==> src/verilog/roundPkg.sv <==
package roundPkg;

    // ==============================
    // Rounded significand
    // ==============================

    // Kept mantissa width, hidden bit included
    localparam int MANT_W = 24;

    // Rounding mode opcode
    typedef enum logic [1:0] {
        // Discarded bits dropped
        RND_TRUNC        = 2'd0,
        // Nearest, ties to even
        RND_NEAREST_EVEN = 2'd1,
        // Up on any discarded bit
        RND_AWAY         = 2'd2
    } roundMode_e;

    // Normalizer output word, 27 bits
    typedef struct packed {
        logic [MANT_W-1:0] mantissa;
        // Exponent increment, 0 to 2
        logic [1:0]        expInc;
        logic              inexact;
    } normResult_t;

endpackage
==> src/verilog/multPkg.sv <==
package multPkg;

    // ==============================
    // Multiplier datapath widths
    // ==============================

    // Significand width tracks the rounded mantissa width
    localparam int SIG_W = roundPkg::MANT_W;
    // Full product
    localparam int PROD_W = 2 * SIG_W;
    // Recursion ends here, plain multiply below
    localparam int KOA_STOP_W = 7;

    // Operands as issued by the FPU front end, 50 bits
    typedef struct packed {
        logic [SIG_W-1:0]     sigA;
        logic [SIG_W-1:0]     sigB;
        // Travels with the operands
        roundPkg::roundMode_e roundMode;
    } sigOperands_t;

endpackage

==> src/verilog/multPipeCtrl.sv <==
`timescale 1ns/1ps

module multPipeCtrl (
    input  logic                      clk,
    input  logic                      arstN_i,
    input  logic                      start_i,
    input  multPkg::sigOperands_t     operands_i,
    output logic [multPkg::SIG_W-1:0] sigA_o,
    output logic [multPkg::SIG_W-1:0] sigB_o,
    output logic                      loadResult_o,
    output logic                      loadNorm_o,
    output roundPkg::roundMode_e      roundMode_o,
    output logic                      valid_o
);

    import multPkg::*;
    import roundPkg::*;

    // Operand staging
    sigOperands_t opsQ;
    // Mode for the item now in the multiplier result register
    roundMode_e   roundModeQ;
    // Strobe chain
    logic         loadResultQ;
    logic         loadNormQ;
    logic         validQ;

    // ==============================
    // Operand staging
    // ==============================

    always_ff @(posedge clk or negedge arstN_i) begin
        if (!arstN_i) begin
            opsQ <= '0;
        end else if (start_i) begin
            opsQ <= operands_i;
        end
    end

    // Follows the product into the multiplier result register
    always_ff @(posedge clk or negedge arstN_i) begin
        if (!arstN_i) begin
            roundModeQ <= RND_TRUNC;
        end else if (loadResultQ) begin
            roundModeQ <= opsQ.roundMode;
        end
    end

    // ==============================
    // Strobe pipeline
    // ==============================

    // One stage per edge, back-to-back starts allowed
    always_ff @(posedge clk or negedge arstN_i) begin
        if (!arstN_i) begin
            loadResultQ <= 1'b0;
            loadNormQ   <= 1'b0;
            validQ      <= 1'b0;
        end else begin
            loadResultQ <= start_i;
            loadNormQ   <= loadResultQ;
            validQ      <= loadNormQ;
        end
    end

    assign sigA_o       = opsQ.sigA;
    assign sigB_o       = opsQ.sigB;
    assign loadResult_o = loadResultQ;
    assign loadNorm_o   = loadNormQ;
    assign roundMode_o  = roundModeQ;
    assign valid_o      = validQ;

endmodule

==> config.mk <==
export PLATFORM = sky130hd
export DESIGN_NAME = multPipeCtrl
export DESIGN_NICKNAME = d
export VERILOG_FILES = /design/src/verilog/roundPkg.sv /design/src/verilog/multPkg.sv /design/src/verilog/multPipeCtrl.sv
export SDC_FILE = /design/constraint.sdc
export NUM_CORES = 1
export LEC_CHECK = 0
export BUFFER_PORTS_ARGS = -buffer_cell sky130_fd_sc_hd__buf_2
export CORE_ASPECT_RATIO = 0.7
export CORE_UTILIZATION = 35
export CTS_BUF_LIST = sky130_fd_sc_hd__clkbuf_4
export DETAILED_ROUTE_END_ITERATION = 16
export GPL_TIMING_DRIVEN = 0
export SLEW_MARGIN = 15
export SYNTH_ARGS = -nofsm -noshare
export SYNTH_HDL_FRONTEND = slang
export SYNTH_SLANG_ARGS = --single-unit
==> constraint.sdc <==
create_clock -name clk -period 1.13 [get_ports clk]
set_input_delay 0.1695 -clock clk [delete_from_list [all_inputs] [get_ports clk]]
set_output_delay 0.1695 -clock clk [all_outputs]
set_load 0.01 [all_outputs]
# Word level (Yosys, flattened, before mapping)
# Index checks and enable logic that the tools add are counted.
# totals
input_bits	53
reg_bits	55

# Logic depth before layout (Yosys ltp)
# logic_depth
word_depth	0
mapped_depth	3
depth_no_buf	1

# Least setup slack after synthesis
# No wires, ideal clock.
# synth_path
kind	reg2reg
start	reg loadResultQ, in the netlist loadResult_o
end	reg roundModeQ[0], in the netlist roundMode_o[0]
setup_time_ns	0.125
n_path_buf	0
required_ns	1.005
synth_period_minus_slack_ns	0.870
slack_ns	0.260
arrival_ns	0.746
stages_incl_launch_ff	2
cell_sequence	dfrtp_1 > mux2_2
# synth_lines
item	line	source
start: declaration	multPipeCtrl.sv:24	logic loadResultQ;
start signal: assignment	multPipeCtrl.sv:60	loadResultQ <= start_i;
end signal: assignment	multPipeCtrl.sv:45	roundModeQ <= opsQ.roundMode;
end: declaration	multPipeCtrl.sv:22	roundMode_e roundModeQ;
# No word-level cell between the ends.

# Worst setup path after layout
# layout_path
start	reg opsQ, in the netlist sigB_o[13]
end	out sigB_o[13] (netlist name)
# layout_lines
item	line	source
start: declaration	multPipeCtrl.sv:20	sigOperands_t opsQ;
start signal: assignment	multPipeCtrl.sv:36	opsQ <= operands_i;
end: declaration	multPipeCtrl.sv:9	output logic [multPkg::SIG_W-1:0] sigB_o,
# No word-level cell between the ends.

==> impl_metrics.json <==
{
  "swShare_pct": 25.52,
  "setup-tns-final_ps": 0,
  "ioPinCount": 106,
  "whs_path_depth": 2,
  "clockBufferDepth": 2,
  "dp_slack_ps": 105.8,
  "synth.most_common_cell": "dfrtp_1",
  "antenna_found_initial": 0,
  "path_delay_family": "flip-flops",
  "cellInternalPower_uw": 3225,
  "antennaDiodeCount": 0,
  "seqPwrFrac_pct": 53.3,
  "reg2reg_from": "loadResult_o",
  "die_width_um": 105.4,
  "slowest_stage": "dfrtp_1",
  "synth.top_cells.by_count": "55 x dfrtp_1, 50 x mux2_4, 48 x buf_4",
  "path_buf_inv": 1,
  "viasPerCell": 4.036,
  "power.density_mw_per_mm2": 1185,
  "vias": 1469,
  "numCtsBuffers": 5,
  "crit_type": "reg2out",
  "cpPeakStageDelay_ps": 440,
  "syn_nets": 214,
  "pwr-share-clk_pct": 19.0,
  "avgSynthCellArea_sq_um": 16.28,
  "slew_viol_final": 0,
  "use_met1_pct": 18.83,
  "cts-root-buf": "clkbuf_4",
  "dp_hpwl_um": 3108,
  "rsz0062_at_grt": "yes",
  "initial_core_util_pct": 37.41,
  "setup_viol": 0,
  "grt_util_all_layers_pct": 12.50,
  "gp_congestion": 0.6888,
  "synth_edf_count": 0,
  "busiest_layer": "met1",
  "wl_um": 4877,
  "arrival_ps": 920,
  "yosysTopAreaCellShare_pct": 52.51,
  "wire_per_inst_um": 13.40,
  "r2r_cells": 3,
  "drc": 0,
  "num_rows": 25,
  "syn-cell-area_sq_mm": 0.002621,
  "p_leak_uw": 0.001864,
  "dieArea_sq_mm": 0.007845,
  "yosys.area.top_type": "dfrtp_1",
  "worstPathCellList": "buf_6",
  "synthArstFlopShare_pct": 100.0,
  "netlist_instances": 161,
  "pwr-share-comb_pct": 27.7,
  "start_kind": "flip-flop",
  "grt-ovfl-total": 0,
  "areaGrowthSynthToFinish_pct": 39.38,
  "drt_first_pass_iters": 4,
  "tightestPinTransition_ps": 684.5,
  "max_slew_margin_pct": 54.37,
  "critPathRequiredTime_ps": 960,
  "fin_crit_ps": 1094,
  "clk_latency_ps": 360,
  "ant_nets": 0,
  "fin_crit_sh_pct": 96.77,
  "first_global_vias": 1422,
  "hold_viol": 0,
  "min_path_type": "in2reg",
  "grt_pass1_wl_um": 7445,
  "outcome": "completed",
  "p_sw_uw": 1105,
  "use_met3_pct": 4.207,
  "setup_slack_ps": 36.46,
  "yosys_warnings": 0,
  "synth.yosys.seq_area_share_pct": 52.51,
  "portBuffers": 105,
  "cts_sinks": 55,
  "grtUsageMet2_pct": 17.11,
  "final_nets": 322,
  "peakVddDrop_mv": 0.5303,
  "grt_max_degree": 56,
  "synth-seq-cells": 55,
  "cts_tree": "done",
  "ys_types": 6,
  "drive_gt1_share_pct": 71.11,
  "finalClockSkew_ps": 0.9980,
  "fmax_mhz": 914.5,
  "cts.reportedPaths.clkPinSlew_ps": 150,
  "max_cap_violations": 0,
  "worstSetupPathDepth": 1,
  "core_area_sq_mm": 0.007007,
  "crit_start": "sigB_o[13]",
  "worstPathMaxFanout": 2,
  "end_kind": "output port",
  "hold_start": "operands_i[26]",
  "htreeDepth": 2,
  "nFillCells": 601,
  "yosys-top-cells-area": "dfrtp_1 53%, mux2_4 29%, buf_4 14%",
  "yosys_most_used_dff": "dfrtp_1",
  "ff2ff_setup_slack_ps": 90,
  "drt_iter0_markers": 37,
  "chipHeight_um": 74.41
}
==> path summary, 6_finish.rpt <==
check	to
worst min-delay path	sigA_o[0]
worst max-delay path	sigB_o[13]
worst min register to register	valid_o
worst max register to register	roundMode_o[0]
min in group asynchronous	sigB_o[1]
max in group asynchronous	sigA_o[8]
==> per-layer routing <==
metal	vias up	wire length, um
met5	-	0
met2	65	2136
li1	705	-
met1	697	2383
met3	2	347
met4	0	8
==> repair_timing <==
action	in CTS	in global routing
gates resized for setup	49	1
buffers inserted	15	6
hold endpoints to repair	65	12
hold buffers	11	12
endpoints found under the setup margin	49	35
==> worst register-to-register path, stage by stage, from the launching register on <==
cell     delay (ps)
dfrtp_1         420
buf_4           130
buf_4           130
mux2_2          270
==> power groups by stage <==
| stage | Clock (uW) | Combinational (uW) | Sequential [uW] |
|---|---|---|---|
| after floorplan | 0 | 726 | 2290 |
| after global placement | 0 | 1070 | 2300 |
| after detailed placement | 0 | 1080 | 2300 |
| after CTS | 890 | 1160 | 2310 |
| after global routing | 950 | 1280 | 2330 |
| final | 824 | 1200 | 2310 |
==> layout by cell type, fill, tap and decap left out <==
cell type / instances
mux2_2: 2
buf_6: 50
clkbuf_4: 5
buf_12: 5
dlygate4sd3_1: 23
buf_4: 22
mux2_4: 50
buf_2: 55
dfrtp_1: 55
clkinv_2: 3
==> layout make-up <==
class                           instances  area, sq um  area share, %
Clock buffer                            5        37.54          1.027
Sequential cell                        55         1376          37.67
Timing Repair Buffer                  149         1222          33.46
Tap cell                               94        117.6          3.219
Multi-Input combinational cell         52        773.2          21.16
Buffer                                  6        111.4          3.048
Clock inverter                          3        15.01         0.4110
==> flip-flops by register name, indices dropped and copies added (netlist names) <==
| name | count |
|---|---|
| loadNorm_o | 1 |
| loadResult_o | 1 |
| opsQ | 2 |
| roundMode_o | 2 |
| sigA_o | 24 |
| sigB_o | 24 |
| valid_o | 1 |
==> metrics by stage <==
stage | cells | power [uW] | utilization (%) | cell area, sq um | hold slack [ps]
2_1_floorplan | 161 | 3013 | - | 2621 | -126.1
3_3_place_gp | 360 | 3373 | 46.59 | 3264 | 302.7
3_5_place_dp | 360 | 3384 | 46.63 | 3267 | 272.7
4_1_cts | 347 | 4355 | 49.86 | 3493 | 0.04227
5_1_grt | 364 | 4564 | 52.14 | 3654 | -0.06503
6_report | 364 | 4330 | 52.14 | 3654 | 28.24
==> cell families (layout without fill, tap and decap cells) <==
kind of cell           count (synthesis)  after routing  synth area share (%)
multiplexers                          52             52                 29.50
buffers and inverters                 54            163                 18.00
flip-flops                            55             55                 52.51
Power figures use the tool's default switching activity.
